**src/rtl/lane_pkg.sv**
```systemverilog
// Lane geometry package
// Register-file banking, element widths and the operand queue selector

package lane_pkg;

  ////////////////////////////////////////////////
  // Geometry
  ////////////////////////////////////////////////

  localparam int unsigned ElenW        = 32;
  localparam int unsigned NrVRegs      = 32;
  localparam int unsigned ElemsPerVreg = 8;
  localparam int unsigned NrBanks      = 2;
  localparam int unsigned NrOpQueues   = 2;
  localparam int unsigned OpQueueDepth = 4;

  // Each bank holds half of all elements
  localparam int unsigned BankWords = NrVRegs * ElemsPerVreg / NrBanks;

  ////////////////////////////////////////////////
  // Types
  ////////////////////////////////////////////////

  typedef logic [ElenW-1:0]                  elen_t;
  typedef logic [ElenW/8-1:0]                strb_t;
  typedef logic [$clog2(NrVRegs)-1:0]        vreg_t;
  typedef logic [$clog2(ElemsPerVreg)-1:0]   elem_idx_t;
  // Vector length runs from 0 up to ElemsPerVreg
  typedef logic [$clog2(ElemsPerVreg+1)-1:0] vl_t;
  typedef logic [$clog2(BankWords)-1:0]      bank_addr_t;

  // Destination of a register-file read
  typedef enum logic {
    OPQ_A = 1'b0,
    OPQ_B = 1'b1
  } opq_sel_e;

endpackage

```
**src/rtl/operand_queue.sv**
```systemverilog
// Operand queue
// FIFO between the register file and the execution unit

module operand_queue
  import lane_pkg::*;
#(
  parameter int unsigned Depth = OpQueueDepth
) (
  input  logic  clk_i,
  input  logic  rst_ni,
  input  logic  push_valid_i,
  input  elen_t push_data_i,
  output logic  space_ok_o,
  output elen_t pop_data_o,
  output logic  pop_valid_o,
  input  logic  pop_ready_i
);

  localparam int unsigned PtrW = (Depth > 1) ? $clog2(Depth) : 1;
  localparam int unsigned CntW = $clog2(Depth + 1);

  typedef logic [PtrW-1:0] ptr_t;
  typedef logic [CntW-1:0] cnt_t;

  function automatic ptr_t next_ptr(ptr_t p);
    return (p == ptr_t'(Depth - 1)) ? '0 : p + ptr_t'(1);
  endfunction

  elen_t mem_q [Depth];
  ptr_t  wr_ptr_q, rd_ptr_q;
  cnt_t  cnt_q;
  logic  push, pop;

  assign push        = push_valid_i && (cnt_q != cnt_t'(Depth));
  assign pop         = pop_valid_o && pop_ready_i;
  assign pop_valid_o = (cnt_q != '0);
  assign pop_data_o  = mem_q[rd_ptr_q];
  // Two free slots leave room for a read still in the register file
  assign space_ok_o  = (int'(cnt_q) + 2 <= int'(Depth));

  always_ff @(posedge clk_i or negedge rst_ni) begin
    if (!rst_ni) begin
      wr_ptr_q <= '0;
      rd_ptr_q <= '0;
      cnt_q    <= '0;
    end else begin
      if (push) begin
        wr_ptr_q <= next_ptr(wr_ptr_q);
      end
      if (pop) begin
        rd_ptr_q <= next_ptr(rd_ptr_q);
      end
      if (push && !pop) begin
        cnt_q <= cnt_q + cnt_t'(1);
      end else if (pop && !push) begin
        cnt_q <= cnt_q - cnt_t'(1);
      end
    end
  end

  always_ff @(posedge clk_i) begin
    if (push) begin
      mem_q[wr_ptr_q] <= push_data_i;
    end
  end

endmodule

```
**config.mk**
```make
export PLATFORM = sky130hd
export DESIGN_NAME = operand_queue
export DESIGN_NICKNAME = d
export VERILOG_FILES = /design/src/rtl/lane_pkg.sv /design/src/rtl/operand_queue.sv
export SDC_FILE = /design/constraint.sdc
export NUM_CORES = 1
export LEC_CHECK = 0
export CAP_MARGIN = 20
export CORE_MARGIN = 2
export CORE_UTILIZATION = 62
export DETAILED_ROUTE_END_ITERATION = 10
export DONT_BUFFER_PORTS = 1
export PLACE_DENSITY = 0.81
export SYNTH_ARGS = -nofsm -noshare
export SYNTH_HDL_FRONTEND = slang
export SYNTH_SLANG_ARGS = --single-unit
export TNS_END_PERCENT = 1
```
**constraint.sdc**
```tcl
create_clock -name clk_i -period 3.56 [get_ports clk_i]
set_input_delay 0.534 -clock clk_i [delete_from_list [all_inputs] [get_ports clk_i]]
set_output_delay 0.534 -clock clk_i [all_outputs]
set_load 0.03 [all_outputs]
```
==> run metrics <==
largest area contributor in the netlist=edfxtp_1; initial antenna violation count=0; wire length on met1=3.43 mm; largest cells by area after synthesis=edfxtp_1 (75%), mux4_2 (12%), dfrtp_1 (3.4%); Mapped Avg Cell Area=24.7 um2; metal3 WL=746 um; Final Max Tran Viols=0; f_max=0.357 GHz; Final ANT Viol Nets=0; pwr dens=969 mW/mm2; Clock transition at path regs=0.06 ns; Slew @ Worst Pin=0.904 ns; hold_ws=0.128 ns; DR vias=2103; detailed-route wire length=8.53 mm; grt total ovfl=0; Area after DPL=0.00522 mm2; die height=95.0 um; post-synth top area share=0.749; crit path kind=flop to output port; overall die width=95.0 um; Worst IR Drop VDD=495 uV; Clk pwr share=0.309; Final WS setup=0.762 ns; Tot Pwr=5650 uW; Synth Instances=208; switching part of the total=0.331; H-Tree Depth=4; count of cell types in the netlist=23; Switch Pwr=1870 uW; Seq pwr share=0.411; CP startpoint kind=flop; met2 routed WL=4.24 mm; CTS tree=done; unrepaired setup endpoints after global routing=false; CP arrival=2.26 ns; Mapped Area=0.00513 mm2; leakage power=0.00192 uW; Post-synth EDFFs=128; status=complete, no violations; number of setup buffers added after CTS=0; io pins=70; Post-Layout Inst Area=0.00583 mm2; Final GP Congestion=0.690; Final nets=268; final hold viol count=0; cell internal pwr=3780 uW; ANT cells=0; first-pass GRT wire length=12.9 mm; Detailed Route Iter0 Violations=180; crit path capture type=output port; initial core utilization=0.631; IO Port Bufs=0; register area share after synthesis=0.783; Gate power share=0.280; Site Rows=33; CTS root buf=clkbuf_8; first drt pass iteration count=4; Setup-failing EPs final=0; setup TNS=0 ns; period utilisation layout=0.786; Setup WS pre-CTS=1.29 ns; hold crit path type=input port to flop; DPL Wire Length=4.73 mm; register bit total from synthesis=135; vias in the first global route=2181; asr flop ratio synth=0.0519; Max-Cap Viols=0; layout cells sized above 1=0.318; DRC violations left=0; vias per std cell=6.17; Post-synth top cells=edfxtp_1 (128), mux4_2 (28), dfrtp_1 (7), ha_1 (7), mux2_2 (5); GRT Total Usage=0.208; largest net degree at the start of global routing=33; crit path time final=2.80 ns; yosys warns=0; clock skew=0.00594 ns; Num CTS Buffers=17; CTS Buffer Depth=2; Rel. slew slack=0.391; top-count cell post-synth=edfxtp_1; syn nets=252; Primary FF master, synth=edfxtp_1; Sink Count=135; top layer in use=met4; clk_lat worst skew=0.50 ns; total core area=0.00813 mm2; Area Overhead vs Synth=13.5%; die area=0.00903 mm2; Max FO, Critical Path=18; routed len/inst=25.0 um; Req. time, crit path=3.03 ns
power groups by stage:
stage / combinational [uW] / sequential, uW / clock [uW]
detailed placement: 1600 / 2340 / 0
floorplan: 1510 / 2220 / 0
global placement: 1580 / 2320 / 0
CTS: 1610 / 2330 / 1770
global route: 1680 / 2360 / 1830
finish: 1580 / 2320 / 1750
cell families after synthesis:
group | synth area share
flip-flops | 0.783
buffers and inverters | 0.0197
AO/OA/AOI/OAI | 0.00414
AND/OR/NAND/NOR | 0.0132
multiplexers | 0.154
adder cells (fa/ha/maj) | 0.0210
XOR/XNOR | 0.00512
state kept, by name (all words and copies together) (netlist names):
register  count
rd_ptr_q      2
cnt_q         3
wr_ptr_q      2
mem_q       128
final cells by class:
type,instances,area (um2)
Clock inverter,14,183
Multi-Input combinational cell,62,1030
Fill cell,437,2300
Inverter,3,11.3
Clock buffer,17,414
Timing Repair Buffer,5,40.0
Tap cell,105,131
Sequential cell,135,4020
what timing repair did:
action / CTS / global route
hold buffers: 1 / 0
gates resized for setup: 0 / 0
hold endpoints to repair: 7 / 0
through the flow:
step,std cells,utilization
2_1_floorplan,208,-
3_3_place_gp,309,0.642
3_5_place_dp,309,0.642
4_1_cts,341,0.717
5_1_grt,341,0.717
6_report,341,0.717
path summary, 6_finish.rpt:
path	start	end	slack (ns)	depth (start not counted)
min	push_data_i[12]	mem_q[0][12]	0.13	0
min reg2reg	wr_ptr_q[1]	wr_ptr_q[1]	0.59	1
min in group asynchronous	rst_ni	cnt_q[1]	0.36	1
max in group asynchronous	rst_ni	rd_ptr_q[0]	2.94	1
max	rd_ptr_q[1]	pop_data_o[22]	0.76	2
max reg2reg	cnt_q[0]	cnt_q[2]	1.39	8
critical path, stage by stage, from the launching register on:
cell,delay [ns]
dfrtp_1,0.88
buf_4,0.40
mux4_2,0.48
layer usage:
metal / up-vias / track usage
met2: 90 / 0.314
met3: 12 / 0.0894
li1: 907 / -
met1: 1094 / 0.280
met5: - / 0
met4: 0 / 0.0676
cells in the final DEF, fill, tap and decap left out, drive strengths merged:
master / Yosys / final
bufinv: 0 / 4
buf: 7 / 4
clkinvlp: 0 / 4
xor2: 2 / 2
dlygate4sd3: 0 / 1
clkinv: 0 / 5
xnor2: 1 / 1
inv: 3 / 4
dfrtp: 7 / 7
fa: 1 / 1
ha: 7 / 7
mux2: 5 / 5
mux4: 32 / 32
nor2: 4 / 4
or3: 1 / 1
a21oi: 1 / 1
and2: 3 / 3
clkbuf: 1 / 17
o21ai: 1 / 1
edfxtp: 128 / 128
a21boi: 1 / 1
nand2: 2 / 2
nand3b: 1 / 1
No activity file was read; power rests on OpenSTA's default activity.
