**src/rtl/lane_pkg.sv**
```systemverilog
// Lane geometry package
// Register-file banking, element widths and the operand queue selector

package lane_pkg;

  ////////////////////////////////////////////////
  // Geometry
  ////////////////////////////////////////////////

  localparam int unsigned ElenW        = 32;
  localparam int unsigned NrVRegs      = 32;
  localparam int unsigned ElemsPerVreg = 8;
  localparam int unsigned NrBanks      = 2;
  localparam int unsigned NrOpQueues   = 2;
  localparam int unsigned OpQueueDepth = 4;

  // Each bank holds half of all elements
  localparam int unsigned BankWords = NrVRegs * ElemsPerVreg / NrBanks;

  ////////////////////////////////////////////////
  // Types
  ////////////////////////////////////////////////

  typedef logic [ElenW-1:0]                  elen_t;
  typedef logic [ElenW/8-1:0]                strb_t;
  typedef logic [$clog2(NrVRegs)-1:0]        vreg_t;
  typedef logic [$clog2(ElemsPerVreg)-1:0]   elem_idx_t;
  // Vector length runs from 0 up to ElemsPerVreg
  typedef logic [$clog2(ElemsPerVreg+1)-1:0] vl_t;
  typedef logic [$clog2(BankWords)-1:0]      bank_addr_t;

  // Destination of a register-file read
  typedef enum logic {
    OPQ_A = 1'b0,
    OPQ_B = 1'b1
  } opq_sel_e;

endpackage

```
**src/rtl/vinsn_pkg.sv**
```systemverilog
// Vector instruction package
// Opcode encoding and instruction ID

package vinsn_pkg;

  ////////////////////////////////////////////////
  // Opcodes
  ////////////////////////////////////////////////

  typedef enum logic [2:0] {
    VADD   = 3'd0,
    VSUB   = 3'd1,
    VAND   = 3'd2,
    VOR    = 3'd3,
    VXOR   = 3'd4,
    VSTORE = 3'd5
  } vop_e;

  // Tag echoed back with the done pulse
  typedef logic [1:0] vid_t;

endpackage
```
**src/rtl/lane_exec_unit.sv**
```systemverilog
// Lane execution unit
// Elementwise integer ALU with result write-back, and store forwarding

module lane_exec_unit
  import lane_pkg::*;
  import vinsn_pkg::*;
(
  input  logic      clk_i,
  input  logic      rst_ni,
  // Operation from the sequencer
  input  logic      exec_start_i,
  input  vop_e      exec_op_i,
  input  vreg_t     exec_vd_i,
  input  vl_t       exec_vl_i,
  output logic      exec_done_o,
  // Operand queues
  input  elen_t     opa_data_i,
  input  logic      opa_valid_i,
  output logic      opa_ready_o,
  input  elen_t     opb_data_i,
  input  logic      opb_valid_i,
  output logic      opb_ready_o,
  // Result write-back
  output logic      res_req_o,
  output vreg_t     res_vreg_o,
  output elem_idx_t res_elem_o,
  output elen_t     res_wdata_o,
  input  logic      res_gnt_i,
  // Store port
  output elen_t     stu_operand_o,
  output logic      stu_operand_valid_o,
  input  logic      stu_operand_ready_i
);

  logic      active_q, done_q, res_valid_q;
  vl_t       cnt_q;
  vop_e      op_q;
  vreg_t     vd_q;
  vl_t       vl_q;
  elem_idx_t res_elem_q;
  elen_t     res_data_q;
  elen_t     alu_res;
  logic      is_store, more, can_load;
  logic      alu_pop, st_fire, res_fire, last_res, last_st;

  assign is_store = (op_q == VSTORE);
  assign more     = (cnt_q < vl_q);
  // The result register frees up in the cycle its write is granted
  assign can_load = !res_valid_q || res_gnt_i;
  assign alu_pop  = active_q && !is_store && more && can_load && opa_valid_i && opb_valid_i;
  assign st_fire  = stu_operand_valid_o && stu_operand_ready_i;
  assign res_fire = res_valid_q && res_gnt_i;
  assign last_res = res_fire && ({1'b0, res_elem_q} == vl_q - vl_t'(1));
  assign last_st  = st_fire && (cnt_q == vl_q - vl_t'(1));

  assign opa_ready_o = alu_pop;
  assign opb_ready_o = alu_pop || st_fire;

  assign stu_operand_o       = opb_data_i;
  assign stu_operand_valid_o = active_q && is_store && more && opb_valid_i;

  assign res_req_o   = res_valid_q;
  assign res_vreg_o  = vd_q;
  assign res_elem_o  = res_elem_q;
  assign res_wdata_o = res_data_q;
  assign exec_done_o = done_q;

  // Queue A holds vs1, queue B holds vs2, so VSUB gives vs2 - vs1
  always_comb begin
    case (op_q)
      VADD:    alu_res = opb_data_i + opa_data_i;
      VSUB:    alu_res = opb_data_i - opa_data_i;
      VAND:    alu_res = opb_data_i & opa_data_i;
      VOR:     alu_res = opb_data_i | opa_data_i;
      VXOR:    alu_res = opb_data_i ^ opa_data_i;
      default: alu_res = '0;
    endcase
  end

  ////////////////////////////////////////////////
  // Control
  ////////////////////////////////////////////////

  always_ff @(posedge clk_i or negedge rst_ni) begin
    if (!rst_ni) begin
      active_q    <= 1'b0;
      done_q      <= 1'b0;
      res_valid_q <= 1'b0;
      cnt_q       <= '0;
    end else begin
      done_q <= 1'b0;
      if (exec_start_i) begin
        cnt_q    <= '0;
        active_q <= (exec_vl_i != '0);
        done_q   <= (exec_vl_i == '0);
      end else if (active_q) begin
        if (alu_pop || st_fire) begin
          cnt_q <= cnt_q + vl_t'(1);
        end
        if (alu_pop) begin
          res_valid_q <= 1'b1;
        end else if (res_fire) begin
          res_valid_q <= 1'b0;
        end
        if (last_res || last_st) begin
          active_q <= 1'b0;
          done_q   <= 1'b1;
        end
      end
    end
  end

  always_ff @(posedge clk_i) begin
    if (exec_start_i) begin
      op_q <= exec_op_i;
      vd_q <= exec_vd_i;
      vl_q <= exec_vl_i;
    end
    if (alu_pop) begin
      res_elem_q <= elem_idx_t'(cnt_q);
      res_data_q <= alu_res;
    end
  end

endmodule

```
**config.mk**
```make
export PLATFORM = sky130hd
export DESIGN_NAME = lane_exec_unit
export DESIGN_NICKNAME = d
export VERILOG_FILES = /design/src/rtl/lane_pkg.sv /design/src/rtl/vinsn_pkg.sv /design/src/rtl/lane_exec_unit.sv
export SDC_FILE = /design/constraint.sdc
export NUM_CORES = 1
export LEC_CHECK = 0
export ABC_AREA = 1
export BUFFER_PORTS_ARGS = -buffer_cell sky130_fd_sc_hd__clkbuf_2
export CAP_MARGIN = 20
export CORE_MARGIN = 2
export CORE_UTILIZATION = 38
export CTS_CLUSTER_DIAMETER = 150
export CTS_CLUSTER_SIZE = 40
export DETAILED_ROUTE_END_ITERATION = 8
export PLACE_DENSITY_LB_ADDON = 0.05
export SETUP_SLACK_MARGIN = 0.4
export SKIP_CTS_REPAIR_TIMING = 1
export SLEW_MARGIN = 40
export SYNTH_ARGS = -nofsm -noshare
export SYNTH_HDL_FRONTEND = slang
export SYNTH_SLANG_ARGS = --single-unit
```
**constraint.sdc**
```tcl
create_clock -name clk_i -period 7 [get_ports clk_i]
set_clock_uncertainty 0.15 [all_clocks]
set_input_delay 0.7 -clock clk_i [delete_from_list [all_inputs] [get_ports clk_i]]
set_output_delay 0.7 -clock clk_i [all_outputs]
set_load 0.01 [all_outputs]
```
==> flow_summary_export.csv <==
group,metric,value,unit
die,chipHeight,143.4,um
routing,first_iter_violations,517,
logic_synthesis,synth_area_per_cell,6.630,sq um
global_route,grt_max_degree,37,
status,status,"completed",
clock_network,cts_buffers,5,
logic_synthesis,synth_seq_cells,54,
clock_network,clk_latency,310,ps
worst_setup_path,crit_path_start,"op_q[0]",
clock_network,cts_root_buf,"clkbuf_16",
worst_setup_path,required,6910,ps
logic_synthesis,ys_warn_count,0,
logic_synthesis,syn-num-nets,1300,
timing,fin_crit_sh,0.5491,
pwr,max-vdd-ir-drop,0.1027,mV
timing,fin_crit,3844,ps
die,io_pins,160,
worst_setup_path,arrival,3760,ps
logic_synthesis,synth_cell_type_count,42,
timing,setup-tns-final,0,ps
place,gp_congestion,0.9509,
layout,diodes,0,
timing,fmax,260.2,MHz
layout,layout_common_cells,"nand2_1 (326), inv_1 (191), clkbuf_2 (159)",
timing,rsz0062_at_grt,"no",
routing,post_drt_wl_per_cell,16.13,um
logic_synthesis,synth_area_leaders,"edfxtp_1 (19%), ha_1 (17%), nand2_1 (17%), inv_1 (9.8%), nor2_1 (5.6%)",
clock_network,clkSlewWorstSetupHoldPaths,90,ps
place,dpl_cell_area,0.008234,sq mm
layout,instances_no_fill,1498,
timing,slew_violations,0,
logic_synthesis,synth_area,0.007386,sq mm
routing,drt_pass1_iterations,5,
timing,worst_pin_slew,696.1,ps
place,portBuffers,159,
global_route,grt_pass1_wl,37030,um
timing,setup_viol,0,
worst_setup_path,path_max_fanout,31,
pwr,p_leak,4.721,nW
routing,vias,7325,
global_route,antenna_found_initial,0,
clock_network,htreeDepth,2,
worst_setup_path,rrSetupSlack,3160,ps
die,core-area,0.01889,sq mm
job,maxCapViolCount,0,
routing,postRouteAntennaNets,0,
logic_synthesis,synth_top_area_frac,0.1911,
clock_network,cts_tree,"built",
layout,nNetsFinal,1423,
die,initial_core_util,0.3909,
place,hpwl,19780,um
worst_setup_path,reg2reg_from,"op_q[0]",
global_route,grt.total_usage,0.2366,
pwr,powerDensity,149.0,mW/mm^2
global_route,grt_pass1_vias,6641,
logic_synthesis,yosysSeqAreaShare,0.2148,
global_route,grt_overflow_total,0,
layout,mostFrequentLayoutCell,"nand2_1",
layout,area_delta_synth_final,13.57,%
worst_hold_path,hold_path_class,"primary input to async pin",
worst_setup_path,path_class,"register to register",
logic_synthesis,async_reset_ff_frac,0.1296,
layout,drive_gt1_frac,0.1793,
die,die_w,143.4,um
clock_network,clk_path_buf_depth,2,
clock_network,cts.sinks,54,
layout,fin_area,0.008388,sq mm
die,dieArea,0.02057,sq mm
worst_setup_path,end_kind,"register",
timing,hold_viol_final,0,
logic_synthesis,synth-edff-count,47,
routing,remaining_drc_errors,0,
die,rows,50,
routing,drt_wl_total,24170,um
place,numPlacedInstances,1490,
worst_setup_path,cp-start-kind,"register",
routing,viasPerCell,4.890,
timing,relSlewSlack,0.5352,
logic_synthesis,synth_cells,1114,
logic_synthesis,yosysTopAreaCell,"edfxtp_1",
logic_synthesis,synth_flop_cell,"edfxtp_1",
-- metrics by stage --
step / hold WS [ps] / power, mW / util / worst slack (ps)
floorplan: 254.4 / 0.7812 / - / 3724
global placement: 347.7 / 0.9672 / 0.4358 / 3011
detailed placement: 352.1 / 0.9651 / 0.4358 / 2981
CTS: 64.28 / 1.263 / 0.4440 / 3201
global route: 72.33 / 1.346 / 0.4440 / 2888
finish: 67.15 / 1.250 / 0.4440 / 3156
-- area by class of cell --
cell class	instances	area [sq um]
flip-flops and latches	54	1587
clock inverters	3	28.78
inverters	202	758.2
multi-input cells	810	4731
repair buffers	164	833.3
fillers	2052	10510
clock buffers	5	125.1
well taps	260	325.3
-- critical path: stages, from the launching register on --
cell      delay (ps)
edfxtp_1         460
inv_2            110
nor2_2            40
nand2_1           60
buf_4            330
inv_1            390
o21ai_0          390
xor2_1           180
inv_1             60
ha_1             380
nand2_1          180
nor2_1           220
nand2_1          120
nor2_1           110
nand2_1           70
nand2_1           70
nand2_1           40
nand3_1          160
nand2_1           70
-- sequential cells by signal (all words and copies together), names as in the netlist --
name and cells:
res_wdata_o 32, res_vreg_o 5, cnt_q 4, vl_q 4, op_q 3, res_elem_o 3
active_q 1, exec_done_o 1, res_req_o 1
-- Yosys cell counts (8+ instances only) --
cell type  count
inv_1        192
inv_2         10
nor2_1       111
nand2_1      326
buf_4         34
xor2_1        32
nand2_2       11
nor3_1         8
o21ai_1       10
edfxtp_1      47
o21ai_0       23
nand4_1       10
a221oi_1      20
ha_1         102
nand3_1       62
a21oi_1       29
nand3b_1      10
-- kinds of logic (layout without fill, tap and decap cells) --
logic type                 count (synthesis)  after routing  synth area share
AOI/OAI and AO/OA                        105            105           0.09029
xor gates and xnor gates                  36             36           0.04371
adders and majority gates                103            103            0.1755
buffers and inverters                    250            374            0.1455
DFF                                       54             54            0.2148
and+or+nand+nor                          566            566            0.3302
-- worst paths after layout --
kind	cells past startpoint	endpoint
worst max-delay path	18	res_wdata_o[30]
worst min-delay path	1	cnt_q[3]
worst max register to register	18	res_wdata_o[30]
worst min register to register	0	res_elem_o[0]
max in group asynchronous	1	cnt_q[1]
min in group clk_i	0	res_elem_o[0]
-- power by group --
group / leakage (nW) / switching [mW] / internal, mW
clock network: 0.0759 / 0.149 / 0.138
logic: 4.11 / 0.378 / 0.193
registers: 0.538 / 0.0103 / 0.381
-- metal layers --
layer	track usage	vias up	share of wire
met4	0.04386	0	0.012
met1	0.3606	3320	0.50
met2	0.3647	224	0.43
met5	0	-	0
met3	0.02099	13	0.063
li1	-	3768	-
Note: power is estimated with default switching activity, not from simulation.
