==> config.mk <==
export PLATFORM = sky130hd
export DESIGN_NAME = lane_sequencer
export DESIGN_NICKNAME = d
export VERILOG_FILES = /design/src/rtl/lane_pkg.sv /design/src/rtl/vinsn_pkg.sv /design/src/rtl/lane_sequencer.sv
export SDC_FILE = /design/constraint.sdc
export NUM_CORES = 1
export LEC_CHECK = 0
export BUFFER_PORTS_ARGS = -buffer_cell sky130_fd_sc_hd__buf_2
export CORE_MARGIN = 2
export CORE_UTILIZATION = 46
export DETAILED_ROUTE_END_ITERATION = 16
export GPL_TIMING_DRIVEN = 0
export HOLD_SLACK_MARGIN = 0.08
export PLACE_DENSITY = 0.78
export SYNTH_ARGS = -nofsm -noshare
export SYNTH_HDL_FRONTEND = slang
export SYNTH_SLANG_ARGS = --single-unit
==> constraint.sdc <==
create_clock -name clk_i -period 2.2 [get_ports clk_i]
set_input_delay 0.33 -clock clk_i [delete_from_list [all_inputs] [get_ports clk_i]]
set_output_delay 0.33 -clock clk_i [all_outputs]
set_load 0.01 [all_outputs]
==> src/rtl/lane_pkg.sv <==
// Lane geometry package
// Register-file banking, element widths and the operand queue selector

package lane_pkg;

  ////////////////////////////////////////////////
  // Geometry
  ////////////////////////////////////////////////

  localparam int unsigned ElenW        = 32;
  localparam int unsigned NrVRegs      = 32;
  localparam int unsigned ElemsPerVreg = 8;
  localparam int unsigned NrBanks      = 2;
  localparam int unsigned NrOpQueues   = 2;
  localparam int unsigned OpQueueDepth = 4;

  // Each bank holds half of all elements
  localparam int unsigned BankWords = NrVRegs * ElemsPerVreg / NrBanks;

  ////////////////////////////////////////////////
  // Types
  ////////////////////////////////////////////////

  typedef logic [ElenW-1:0]                  elen_t;
  typedef logic [ElenW/8-1:0]                strb_t;
  typedef logic [$clog2(NrVRegs)-1:0]        vreg_t;
  typedef logic [$clog2(ElemsPerVreg)-1:0]   elem_idx_t;
  // Vector length runs from 0 up to ElemsPerVreg
  typedef logic [$clog2(ElemsPerVreg+1)-1:0] vl_t;
  typedef logic [$clog2(BankWords)-1:0]      bank_addr_t;

  // Destination of a register-file read
  typedef enum logic {
    OPQ_A = 1'b0,
    OPQ_B = 1'b1
  } opq_sel_e;

endpackage

==> src/rtl/vinsn_pkg.sv <==
// Vector instruction package
// Opcode encoding and instruction ID

package vinsn_pkg;

  ////////////////////////////////////////////////
  // Opcodes
  ////////////////////////////////////////////////

  typedef enum logic [2:0] {
    VADD   = 3'd0,
    VSUB   = 3'd1,
    VAND   = 3'd2,
    VOR    = 3'd3,
    VXOR   = 3'd4,
    VSTORE = 3'd5
  } vop_e;

  // Tag echoed back with the done pulse
  typedef logic [1:0] vid_t;

endpackage
==> src/rtl/lane_sequencer.sv <==
// Lane sequencer
// Accepts one instruction, walks its elements issuing operand reads
// and reports completion when the execution unit finishes

module lane_sequencer
  import lane_pkg::*;
  import vinsn_pkg::*;
(
  input  logic      clk_i,
  input  logic      rst_ni,
  // Instruction handshake
  input  logic      vinsn_valid_i,
  input  vop_e      vinsn_op_i,
  input  vreg_t     vinsn_vd_i,
  input  vreg_t     vinsn_vs1_i,
  input  vreg_t     vinsn_vs2_i,
  input  vl_t       vinsn_vl_i,
  input  vid_t      vinsn_id_i,
  output logic      vinsn_ready_o,
  output logic      vinsn_done_o,
  output vid_t      vinsn_done_id_o,
  // Operand read requests
  output logic      rd_req_valid_o,
  output vreg_t     rd_req_vreg_o,
  output elem_idx_t rd_req_elem_o,
  output opq_sel_e  rd_req_opq_o,
  input  logic      rd_req_ready_i,
  // Execution unit
  output logic      exec_start_o,
  output vop_e      exec_op_o,
  output vreg_t     exec_vd_o,
  output vl_t       exec_vl_o,
  input  logic      exec_done_i
);

  typedef enum logic [1:0] {
    IDLE,
    ISSUE,
    WAIT_DONE
  } state_e;

  state_e    state_q;
  elem_idx_t elem_q;
  logic      phase_b_q;
  logic      start_q;
  vop_e      op_q;
  vreg_t     vd_q, vs1_q, vs2_q;
  vl_t       vl_q;
  vid_t      id_q;
  logic      accept, rd_fire, last_elem;

  assign vinsn_ready_o = (state_q == IDLE);
  assign accept        = vinsn_valid_i && vinsn_ready_o;
  assign rd_fire       = rd_req_valid_o && rd_req_ready_i;
  assign last_elem     = ({1'b0, elem_q} == vl_q - vl_t'(1));

  // ALU ops read vs1 into A then vs2 into B, stores read only vs2
  assign rd_req_valid_o = (state_q == ISSUE);
  assign rd_req_vreg_o  = phase_b_q ? vs2_q : vs1_q;
  assign rd_req_elem_o  = elem_q;
  assign rd_req_opq_o   = phase_b_q ? OPQ_B : OPQ_A;

  assign exec_start_o = start_q;
  assign exec_op_o    = op_q;
  assign exec_vd_o    = vd_q;
  assign exec_vl_o    = vl_q;

  assign vinsn_done_o    = (state_q == WAIT_DONE) && exec_done_i;
  assign vinsn_done_id_o = id_q;

  ////////////////////////////////////////////////
  // Control FSM
  ////////////////////////////////////////////////

  always_ff @(posedge clk_i or negedge rst_ni) begin
    if (!rst_ni) begin
      state_q   <= IDLE;
      elem_q    <= '0;
      phase_b_q <= 1'b0;
      start_q   <= 1'b0;
    end else begin
      start_q <= accept;
      case (state_q)
        IDLE: begin
          if (accept) begin
            elem_q    <= '0;
            phase_b_q <= (vinsn_op_i == VSTORE);
            // Zero length goes straight to the done handshake
            state_q   <= (vinsn_vl_i == '0) ? WAIT_DONE : ISSUE;
          end
        end
        ISSUE: begin
          if (rd_fire) begin
            if (!phase_b_q) begin
              phase_b_q <= 1'b1;
            end else begin
              phase_b_q <= (op_q == VSTORE);
              if (last_elem) begin
                state_q <= WAIT_DONE;
              end else begin
                elem_q <= elem_q + elem_idx_t'(1);
              end
            end
          end
        end
        WAIT_DONE: begin
          if (exec_done_i) begin
            state_q <= IDLE;
          end
        end
        default: state_q <= IDLE;
      endcase
    end
  end

  // Instruction fields
  always_ff @(posedge clk_i) begin
    if (accept) begin
      op_q  <= vinsn_op_i;
      vd_q  <= vinsn_vd_i;
      vs1_q <= vinsn_vs1_i;
      vs2_q <= vinsn_vs2_i;
      vl_q  <= vinsn_vl_i;
      id_q  <= vinsn_id_i;
    end
  end

endmodule

==> results of run 1 <==
metal layers:
layer | vias up | global-route usage, %
met1 | 417 | 19.9
met4 | 0 | 4.32
met2 | 56 | 28.4
li1 | 443 | -
met5 | - | 0
met3 | 5 | 8.76
worst register-to-register path, cell delays in order, from the launching register on:
cell and delay (ns):
edfxtp_1 0.42, inv_1 0.06, ha_1 0.19, xnor3_1 0.38
nand3_2 0.14, o211a_1 0.25, a311o_1 0.31
report_power, final:
| part | switching (mW) | total, mW | leakage [nW] | internal, mW |
|---|---|---|---|---|
| combinational | 0.299 | 0.551 | 0.409 | 0.252 |
| sequential | 0.0643 | 0.806 | 0.299 | 0.742 |
| clock | 0.177 | 0.295 | 0.0273 | 0.118 |
| total | 0.540 | 1.65 | 0.735 | 1.11 |
cell usage after synthesis:
master	instances	share of area (%)
edfxtp_1	24	56
nand2_1	2	0.59
a211o_1	1	0.68
inv_1	3	0.88
nand3_2	1	0.78
nor2_1	4	1.2
a311o_1	1	0.78
o21ai_0	3	1.2
or4_1	1	0.59
a21oi_1	2	0.78
nand4b_1	1	0.68
mux2_2	5	4.4
buf_2	2	0.78
o2111ai_1	1	0.68
ha_1	2	2.0
nand2b_1	1	0.49
nor3_1	2	0.78
o211a_1	1	0.78
or2_1	1	0.49
a22o_1	2	1.4
xnor3_1	1	1.8
and2_1	1	0.49
o21ai_1	1	0.39
nor2b_1	2	0.98
a211oi_1	1	0.59
xor2_1	3	2.1
o41ai_2	1	1.3
nand3_1	1	0.39
dfrtp_1	7	14
and3_1	3	1.5
nor3_2	1	0.78
worst paths after layout:
path,slack (ns),to
max in group asynchronous,1.67,rd_req_elem_o[2]
min in group asynchronous,0.36,state_q[1]
max reg2reg,0.34,rd_req_elem_o[2]
min,0.19,vs2_q[3]
min reg2reg,0.60,rd_req_elem_o[1]
max,0.34,rd_req_elem_o[2]
state kept, by name (all words and copies together), names as in the netlist, 2 cells and up:
| signal | count |
|---|---|
| vs2_q | 5 |
| exec_vd_o | 5 |
| state_q | 2 |
| rd_req_elem_o | 3 |
| vs1_q | 5 |
| vinsn_done_id_o | 2 |
| exec_op_o | 3 |
| exec_vl_o | 4 |
metrics by stage:
stage,total power [mW],util (%),setup slack [ns],instances,instance area [um2]
6_report,1.65,61.0,0.337,177,1650
5_1_grt,1.77,61.0,0.233,177,1650
4_1_cts,1.67,61.0,0.0977,177,1650
3_5_place_dp,1.38,58.8,0.0986,168,1590
3_3_place_gp,1.35,58.8,0.154,168,1590
2_1_floorplan,1.17,-,0.333,82,1280
logic make-up after synthesis:
| family | count (synthesis) |
|---|---|
| adders and majority gates | 2 |
| AOI/OAI and AO/OA | 14 |
| xor gates and xnor gates | 4 |
| DFF | 31 |
| muxes | 5 |
| buffers and inverters | 5 |
| and+or+nand+nor | 21 |
area by class of cell:
type | instances | share of cell area [%]
multi-input combinational | 46 | 22.0
inverter | 3 | 0.681
timing repair buffer | 56 | 17.2
sequential | 31 | 54.2
buffer | 2 | 0.605
clock buffer | 6 | 2.50
clock inverter | 2 | 0.454
tap | 31 | 2.34
timing repair:
item | CTS | global route
endpoints found under the hold margin | 7 | 0
endpoints found under the setup margin | 0 | 1
resized for setup | 0 | 1
hold buffers | 1 | 0
==> summary by stage, run 1 <==
Power and ir drop
The worst voltage drop across the vdd grid is 631 uV. In this run the static leakage power is 0.735 nW. For this design the ratio of total power to cell area is 999 mW/mm2.

Critical path
The critical path class is reg2reg. The worst-path maximum fanout is 5. For the worst flop-to-flop path, the logic depth is 6. The slowest stage of the critical path belongs to the cell edfxtp_1. The kind of end point of the critical path is a flop. Grouping stages by cell kind, the critical path spends the most delay in compound AO/OA/AOI/OAI gates.

The worst setup path is launched from a flop. The total number of cells along the worst setup path is 6. The data arrival at the endpoint of the critical path is 2.06 ns. The data required time at the worst endpoint is 2.40 ns. The number of buffer and inverter instances along the worst setup path is 1. Traced cell by cell, the critical path runs through inv_1 > ha_1 > xnor3_1 > nand3_2 > o211a_1 > a311o_1. Tracing the worst setup path back leads to its startpoint at exec_vl_o[0]. The delay of the slowest cell on the worst path is 0.42 ns. The worst flop-to-flop path startpoint is exec_vl_o[0].

Final layout
In the layout the commonest cells are buf_2 (57), edfxtp_1 (24), dfrtp_1 (7). In the final layout, the multi-input gates occupy 364 um2. The number of antenna diodes in the final layout is 0. The most common cell after layout, fill and taps aside is buf_2. Registers take 896 um2. The area growth from synthesis to layout is 29.2%. Cells with a size suffix above 1 make up 48.6% of the layout.

Fill cells in the final layout number 233. For this run, the post-layout net count is 176.

Routing
In this run, the number of DRC markers left after iteration 0 of detailed routing was 13. The total vias in the final route is 921. The total length of routed met2 wires is 1180 um. The number of routed nets with antenna violations is 0. Signal routing reaches up to met4. Dividing the detail-routed via count by the number of cells gives 5.20. Before antenna repair, the detailed router went through 4 iterations. The total length of routed met3 wires is 240 um. After detailed routing, the total wire length is 2460 um. The post-detailed-route DRC marker count is 0.

In the final routed layout, each cell accounts on average for 13.9 um. The detailed router put a total of 1010 um of wire on met1.

Min path
The worst min-delay path startpoint is vinsn_vs2_i[3]. The path class of the tightest hold or removal check is in2reg. The worst hold path stage count is 1.

Floorplan
Once the floorplan was initialized, standard cells occupied 47.2% of the core. From bottom edge to top edge, the die measures 56.8 um. The total die area is 0.00322 mm2. Row generation in the floorplan step produced 19 rows.

56 I/O pins were placed. The die is 56.8 um wide. The core area is 0.00271 mm2.

Yosys
The number of different library cells used by synthesis comes to 31. Synthesis inferred 31 register bits. Synthesis handed over a netlist of 82 instances. The net count after synthesis is 113.

Summing the areas of all xor and xnor instances in the mapped netlist gives 3.81% of the synthesized area. The main combinational cell family by area after synthesis is simple AND/OR/NAND/NOR gates. Of the total synthesized cell area, the portion taken by full adders, half adders and majority gates is 1.96%. Each instance of the synthesized netlist takes up on average 15.6 um2. Of the total synthesized cell area, the portion taken by AND, OR, NAND and NOR gates is 9.68%.

The portion of synthesized area spent on multiplexers is 4.40%. The post-synthesis cell area is 0.00128 mm2. During synthesis, Yosys emitted a total of 0 warnings.

The sequential cell area fraction in the yosys report is 70.0%. Summing the areas of all compound-gate instances in the mapped netlist gives 8.50% of the synthesized area.

Job
The number of maximum-capacitance violations is 0.

Timing
Setup violations remaining at the end of the flow were counted as 0. Based on the critical path, the design can be clocked at up to 0.537 GHz. The worst setup skew after layout is 0.00969 ns. Setup repair after global routing left no endpoint under its margin. The tightest slew margin relative to the limit is 61.1%. The max-slew violation total from the final report is 0. On the final layout, the worst hold slack is 0.185 ns. The transition time at the pin with the least slew margin is 0.584 ns. The total negative slack for setup checks is 0 ns. The final critical path time including I/O delays and setup is 1.86 ns. Dividing the final minimum period by the clock period gives 84.7%. The final hold violation count is 0.

Clocking
The root buffer cell chosen for the clock tree is clkbuf_4. The number of buffers created by CTS is 5. The clock latency reported for the late side of the worst-skew pair is 0.32 ns. Clock-pin slew was measured on the worst setup and hold paths at 0.09 ns.

The buffer count from post-CTS setup fixing is 0. The maximum buffer depth of the clock tree is 2. The H-tree was split into 2 levels. The clock drives 31 sinks. TritonCTS built the clock tree.

GRT
The wire length of the first global-routing pass is 4120 um. The number of global-route vias before repair is 957. The largest net degree at the start of global routing is 28. In the global route stage, overall resource usage came out at 17.2%. The number of antenna violations at the first check in global routing is 0.

After global routing the overflow that remains totals 0.

Placement
Buffers placed on the I/O ports in this run total 55. At the end of routability-driven placement, the weighted congestion stood at 0.812. Once detailed placement completed, the half-perimeter wirelength came to 1850 um.

Run status
The run finished with clean final reports.
Power figures use the tool's default switching activity.
==> run 2, diff against run 1 <==
Clock period 2.2 ns to 1.9 ns, I/O delays scaled along.
==> summary by stage, run 2 (synthesis results as in run 1) <==
Routing
For this run, design rule violations remaining after detail routing come to 0. The initial detailed-routing violation count is 15. The final layout contains routed wiring with a total length of 2520 um.

The routed wirelength normalized by instance count is 14.2 um. The total vias in the final route is 922. The detailed-routing iteration count for the pre-antenna-repair pass is 4.

Dividing the detail-routed via count by the number of cells gives 5.18. Once detail routing completed, the nets flagged for antenna violations numbered 0.

Timing
Measured against its own limit, the worst slew margin works out to 61.1%. The highest clock rate is 0.554 GHz. The worst path uses 95.1% of the clock period. The final critical path time including I/O delays and setup is 1.81 ns. The final setup violation count is 0. The transition time at the pin with the least slew margin is 0.583 ns. The worst setup skew after layout is 0.0102 ns. The final hold violation count was 0.

The max-slew violation total from the final report is 0. The final worst slack is 0.0939 ns.

Min path
The worst hold path stage count is 1. The class of the tightest hold or removal check is in2reg.

Floorplan
The die covers 0.00322 mm2. In this run the core area contains 19 standard-cell rows. The total I/O pin count is 56.

The core area is 0.00271 mm2. The height of the chip is 56.8 um. Once the floorplan was initialized, standard cells occupied 47.2% of the core. The width of the chip is 56.8 um.

Final layout
The final layout contains 177 nets. The post-synthesis to final-layout area growth is 30.4%. The multi-input logic area is 372 um2. The share of post-route cells with drive strength above 1 is 49.0%.

0 antenna diodes ended up in the layout. The library cell used most frequently in the layout, excluding fill and tap cells, is buf_2. The number of filler instances in the final layout is 232. The flip-flop and latch area is 896 um2. Cells fill 61.6% of the core in the end. Excluding fillers, the count of instances in the completed layout stands at 178. The top cell types in the final layout, fill and taps aside, are buf_2 (57), edfxtp_1 (24), dfrtp_1 (7).

GRT
The first global-routing pass estimated 4120 um of wire. The remaining global-route overflow is 0. The number of antenna violations at the first check in global routing was 0. The largest net degree at the start of global routing is 28. Global routing used 17.2% of the available tracks. The number of global-route vias before repair is 957.

Power and ir drop
Dividing total power by cell area gives a power density of 1160 mW/mm2. The worst voltage drop across the vdd grid is 731 uV. The total chip power is 1.94 mW. The leakage power is 0.740 nW.

Critical path
At the worst endpoint, the required time is 2.10 ns. The worst register-to-register path has a depth of 6. STA classifies the critical path endpoint as a flop. The setup path with the least slack is of type reg2reg. For the worst setup path, the data arrival time is 2.00 ns.

The worst-path maximum fanout is 5. STA classifies the critical path startpoint as a flop.

Clocking
In this run the deepest clock path goes through 2 buffers. Clock tree synthesis inserted a total of 5 buffers. The count of clock tree sinks is 31.

CTS built an H-tree with a depth of 2. TritonCTS built the clock tree. Clock-pin slew was measured on the worst setup and hold paths at 0.09 ns. CTS placed an instance of clkbuf_4 at the clock tree root. The clock latency reported for the late side of the worst-skew pair is 0.32 ns.

Run status
The run finished with clean final reports.

Placement
At the end of routability-driven placement, the weighted congestion stood at 0.812. The post-placement setup slack is -0.201 ns. In this run, placement finished with an instance count of 168. The count of buffers added on input and output ports is 55.

Detailed placement ended at an HPWL of 1850 um.

Job
Across the run, the number of max-cap violations was 0.
## run 2: cell types whose count changed in the layout (fill, tap and decap cells not counted)
cell,before,now
buf_4,0,1
nand3_2,1,0
nand3_4,0,1
## run 2: metrics by stage
step,setup TNS (ns),hold WS [ns],cell area (um2)
6_report,0,0.140,1670
5_1_grt,-0.0136,0.112,1670
4_1_cts,0,0.123,1650
3_5_place_dp,-1.62,0.130,1590
3_3_place_gp,-0.333,0.125,1590
2_1_floorplan,0,-0.0106,1280
## run 2: what timing repair did
action	in CTS	in global routing
hold buffers	1	0
buffers inserted	0	1
endpoints found under the hold margin	7	0
pin swaps	0	1
resized for setup	1	1
setup endpoints to repair	25	3
## run 2: layout make-up
type                    count  area share (%)
plain buffers               2           0.600
clock buffers               6            2.47
clock inverters             2           0.450
inverters                   3           0.675
multi-input cells          46            22.3
flip-flops and latches     31            53.7
well taps                  31            2.32
repair buffers             57            17.5
## run 2: worst paths after layout
path / start / to / slack (ns)
worst min register to register: rd_req_elem_o[1] / rd_req_elem_o[1] / 0.60
max in group asynchronous: rst_ni / rd_req_elem_o[2] / 1.41
worst min-delay path: vinsn_vs2_i[3] / vs2_q[3] / 0.14
min in group asynchronous: rst_ni / state_q[1] / 0.32
worst max register to register: exec_vl_o[0] / rd_req_elem_o[2] / 0.09
worst max-delay path: exec_vl_o[0] / rd_req_elem_o[2] / 0.09
## run 2: metal layers
metal | up-vias | global-route usage [%] | share of wire, %
met5 | - | 0 | 0
met4 | 0 | 4.32 | 0.75
met3 | 3 | 8.76 | 9.2
met2 | 48 | 28.4 | 49
met1 | 426 | 19.9 | 41
li1 | 445 | - | -
## run 2: worst max-delay path, cell delays in order (launching register included)
cell      delay (ns)
edfxtp_1        0.40
inv_1           0.06
ha_1            0.30
xor2_1          0.26
nand3_4         0.13
o211a_1         0.24
a311o_1         0.31
## run 2: report_power, final
| group | internal [mW] | leakage [nW] | switching, mW | total, mW |
|---|---|---|---|---|
| clock network | 0.137 | 0.0273 | 0.205 | 0.342 |
| logic | 0.299 | 0.413 | 0.360 | 0.660 |
| registers | 0.859 | 0.299 | 0.0742 | 0.933 |
| total | 1.30 | 0.740 | 0.640 | 1.94 |
==> run 3, diff against run 2 <==
Settings changed: ABC_AREA set to 1, CORE_UTILIZATION 46 to 47.
==> summary by stage, run 3 <==
Job
The number of maximum-capacitance violations is 0.

Clocking
The clock latency reported for the late side of the worst-skew pair is 0.31 ns. CTS built an H-tree with a depth of 2. After clock tree synthesis, the clock-pin slew on the worst setup and hold paths is 0.09 ns. The clock net in this run drives a total of 31 sinks.

The longest clock path from root to sink contains 2 buffers. The CTS tree is done. Clock tree synthesis inserted a total of 5 buffers.

In this run the post-CTS setup repair buffer count came out at 0. The library cell used as clock root buffer is clkbuf_4.

GRT
The remaining global-route overflow is 0. The largest net degree at the start of global routing is 26. The number of global-route vias before repair is 1051. The overall track demand over capacity in global routing is 16.2%. The first global-routing pass estimated 4040 um of wire.

The number of antenna violations at the first check in global routing is 0.

Timing
The worst setup skew after layout is 0.00154 ns. The post-route fraction of the period consumed by the critical path is 81.6%. The final critical path time including I/O delays and setup is 1.55 ns. Based on the critical path, the design can be clocked at up to 0.645 GHz.

Setup total negative slack on the finished layout was measured at 0 ns. For the pin with the worst max-slew slack, the measured transition is 0.510 ns. The final setup violation count is 0. The max-slew violation total from the final report came to 0. Setup repair after global routing left no endpoint under its margin. The final hold violation count was 0. The tightest slew margin relative to the limit is 65.9%.

Min path
The worst min-delay path startpoint is vinsn_vd_i[1]. For hold timing, the worst endpoint is exec_vd_o[1]. The worst hold path stage count is 1. The class of the tightest hold or removal check is in2reg.

Yosys
For this run, the leading register cell type out of synthesis is edfxtp_1. The post-synthesis cell area is 0.00136 mm2. The sequential cell area fraction in the yosys report is 65.9%. The most area-hungry cell type in the Yosys netlist is edfxtp_1.

In the synthesized netlist, the cells that appear most often are nand2_1 (38), edfxtp_1 (24), inv_1 (9). The synthesized design contains 24 enable-type register cells. Synthesis produced a netlist with a net count of 153. The number of distinct library cells after synthesis is 25.

Ranked by total cell area, the synthesized netlist is headed by edfxtp_1 (53%), dfrtp_1 (13%), nand2_1 (10%). The most numerous cell in the Yosys netlist is nand2_1. The synthesized netlist cell count is 122. The synthesized design devotes to its leading area cell type 53.0% of total area. In the synthesized netlist the async set-or-reset flop fraction comes to 22.6%. The per-instance average area after synthesis is 11.1 um2. The count of synthesis-stage warnings from yosys is 0. The flip-flop and latch count after synthesis is 31.

Critical path
The worst-path maximum fanout is 8. The worst flop-to-flop path startpoint is state_q[0]. The category of the worst setup path launch point is a flop. The kind of end point of the critical path is an output port. The data required time at the worst endpoint is 1.62 ns.

The critical path class is reg2out. The endpoint identified for the worst register-to-register timing path is vs2_q[3]. The worst reg-to-reg setup slack is 0.37 ns. The data arrival at the endpoint of the critical path is 1.26 ns. Measured in cells, the most critical reg-to-reg path has a length of 3.

Floorplan
From bottom edge to top edge, the die measures 57.8 um. The initial core utilization is 49.3%. The total I/O pin count is 56. In this run the horizontal extent of the chip is 57.8 um.

The die covers 0.00334 mm2. In this run the standard cell core region covers 0.00276 mm2. The row count is 19.

Routing
After detailed routing, the number of remaining DRC violations is 0. In this run the remaining antenna-violating nets after routing total 0. The average vias per placed instance is 4.96.

After the first detailed-routing iteration, the DRC count stood at 24. For this block, the via count after detailed routing is 1076. The first detailed-routing pass ran for 4 iterations.

The routed wirelength normalized by instance count is 11.3 um. The total wire length after detailed routing is 2450 um.

Power and ir drop
Per report_power, the combinational group accounts for 40.2% of the total. The internal power summed over all cells is 1.38 mW. The total power divided by cell area is 1290 mW/mm2. The worst voltage drop across the vdd grid is 852 uV. The share of total power dissipated in the clock network is 14.9%. Per report_power, the sequential group accounts for 44.9% of the total. The switching power of the nets is 0.856 mW.

After layout, the design draws a total of 2.24 mW. Net switching is 38.3% of the power. The leakage power is 0.838 nW.

Final layout
Cells fill 62.9% of the core in the end. The most common cell after layout, fill and taps aside is buf_2. In the layout the commonest cells are buf_2 (56), nand2_1 (38), edfxtp_1 (24). After filler insertion, the fill cell instance count of the layout stands at 231. Compared with the post-synthesis result, the final layout area differs by 27.7%. The number of nets in the finished design is 216.

The antenna diode instance count is 0. The share of post-route cells with drive strength above 1 is 43.0%.

Placement
The global placer's final weighted congestion is 0.806. The total half-perimeter wirelength after legalization and detailed placement is 1920 um. The number of port buffers is 55.

Run status
The flow ran to the end, and the final reports show no timing, DRC or antenna violations.
## run 3: cell types whose count changed after synthesis, sizes merged, moves of 3 or more
cell,before,now
nand4,0,4
mux2,5,0
nand2,2,46
inv,3,14
nand3,2,8
and3,3,0
## run 3: how the worst max path moves through the flow
stage / from / to / slack (ns) / cells past startpoint
after floorplan: state_q[0] / exec_op_o[0] / 0.28 / 3
after global placement: state_q[0] / vs1_q[2] / 0.13 / 3
after detailed placement: state_q[0] / vs2_q[3] / 0.07 / 3
after CTS: state_q[0] / vs2_q[3] / 0.06 / 3
after global routing: phase_b_q / rd_req_vreg_o[0] / 0.22 / 5
final: phase_b_q / rd_req_vreg_o[4] / 0.35 / 5
## run 3: routing by layer
layer | GRT usage, % | wire (um)
met1 | 16.2 | 954
met2 | 29.1 | 1260
met3 | 6.70 | 190
met4 | 7.31 | 51
met5 | 0 | 0
## run 3: critical path, cell delays in order, from the launching register on
cell     delay, ns
dfrtp_1       0.38
buf_2         0.17
inv_1         0.15
nand2_1       0.07
nand2_1       0.06
buf_2         0.12
## run 3: final cells by class
type	count	area (um2)	area share [%]
Buffer	1	5.00	0.288
Clock buffer	6	41.3	2.38
Clock inverter	2	7.51	0.433
Inverter	14	61.3	3.53
Multi-Input combinational cell	76	400	23.1
Sequential cell	31	896	51.6
Tap cell	31	38.8	2.24
Timing Repair Buffer	56	285	16.4
## run 3: cell families (layout without fill, tap and decap cells)
logic type                 Yosys count  count (layout)  synth area share (%)
adders and majority gates            2               2                  1.84
and+or+nand+nor                     66              66                  23.6
buffers and inverters               15              79                  4.60
xor gates and xnor gates             2               2                  1.29
AOI/OAI and AO/OA                    6               6                  2.76
DFF                                 31              31                  65.9
## run 3: repair_timing
action	in CTS	in global routing
endpoints found under the setup margin	0	24
hold buffers	1	0
resized for setup	0	1
hold endpoints to repair	7	0
## run 3: power groups by stage
stage	registers (mW)	logic, mW	clock network (mW)
6_report	1.00	0.898	0.334
5_1_grt	1.03	1.01	0.366
4_1_cts	1.01	0.907	0.348
3_5_place_dp	1.02	0.902	0
3_3_place_gp	1.01	0.870	0
2_1_floorplan	1.06	0.564	0
## run 3: through the flow
stage          worst slack (ns)  area, um2  cells  hold WS, ns
3_3_place_gp              0.134       1670    208        0.124
3_5_place_dp             0.0698       1670    208        0.124
4_1_cts                  0.0560       1730    217        0.124
6_report                  0.350       1740    217        0.140
2_1_floorplan             0.275       1360    122      -0.0106
5_1_grt                   0.217       1740    217        0.123
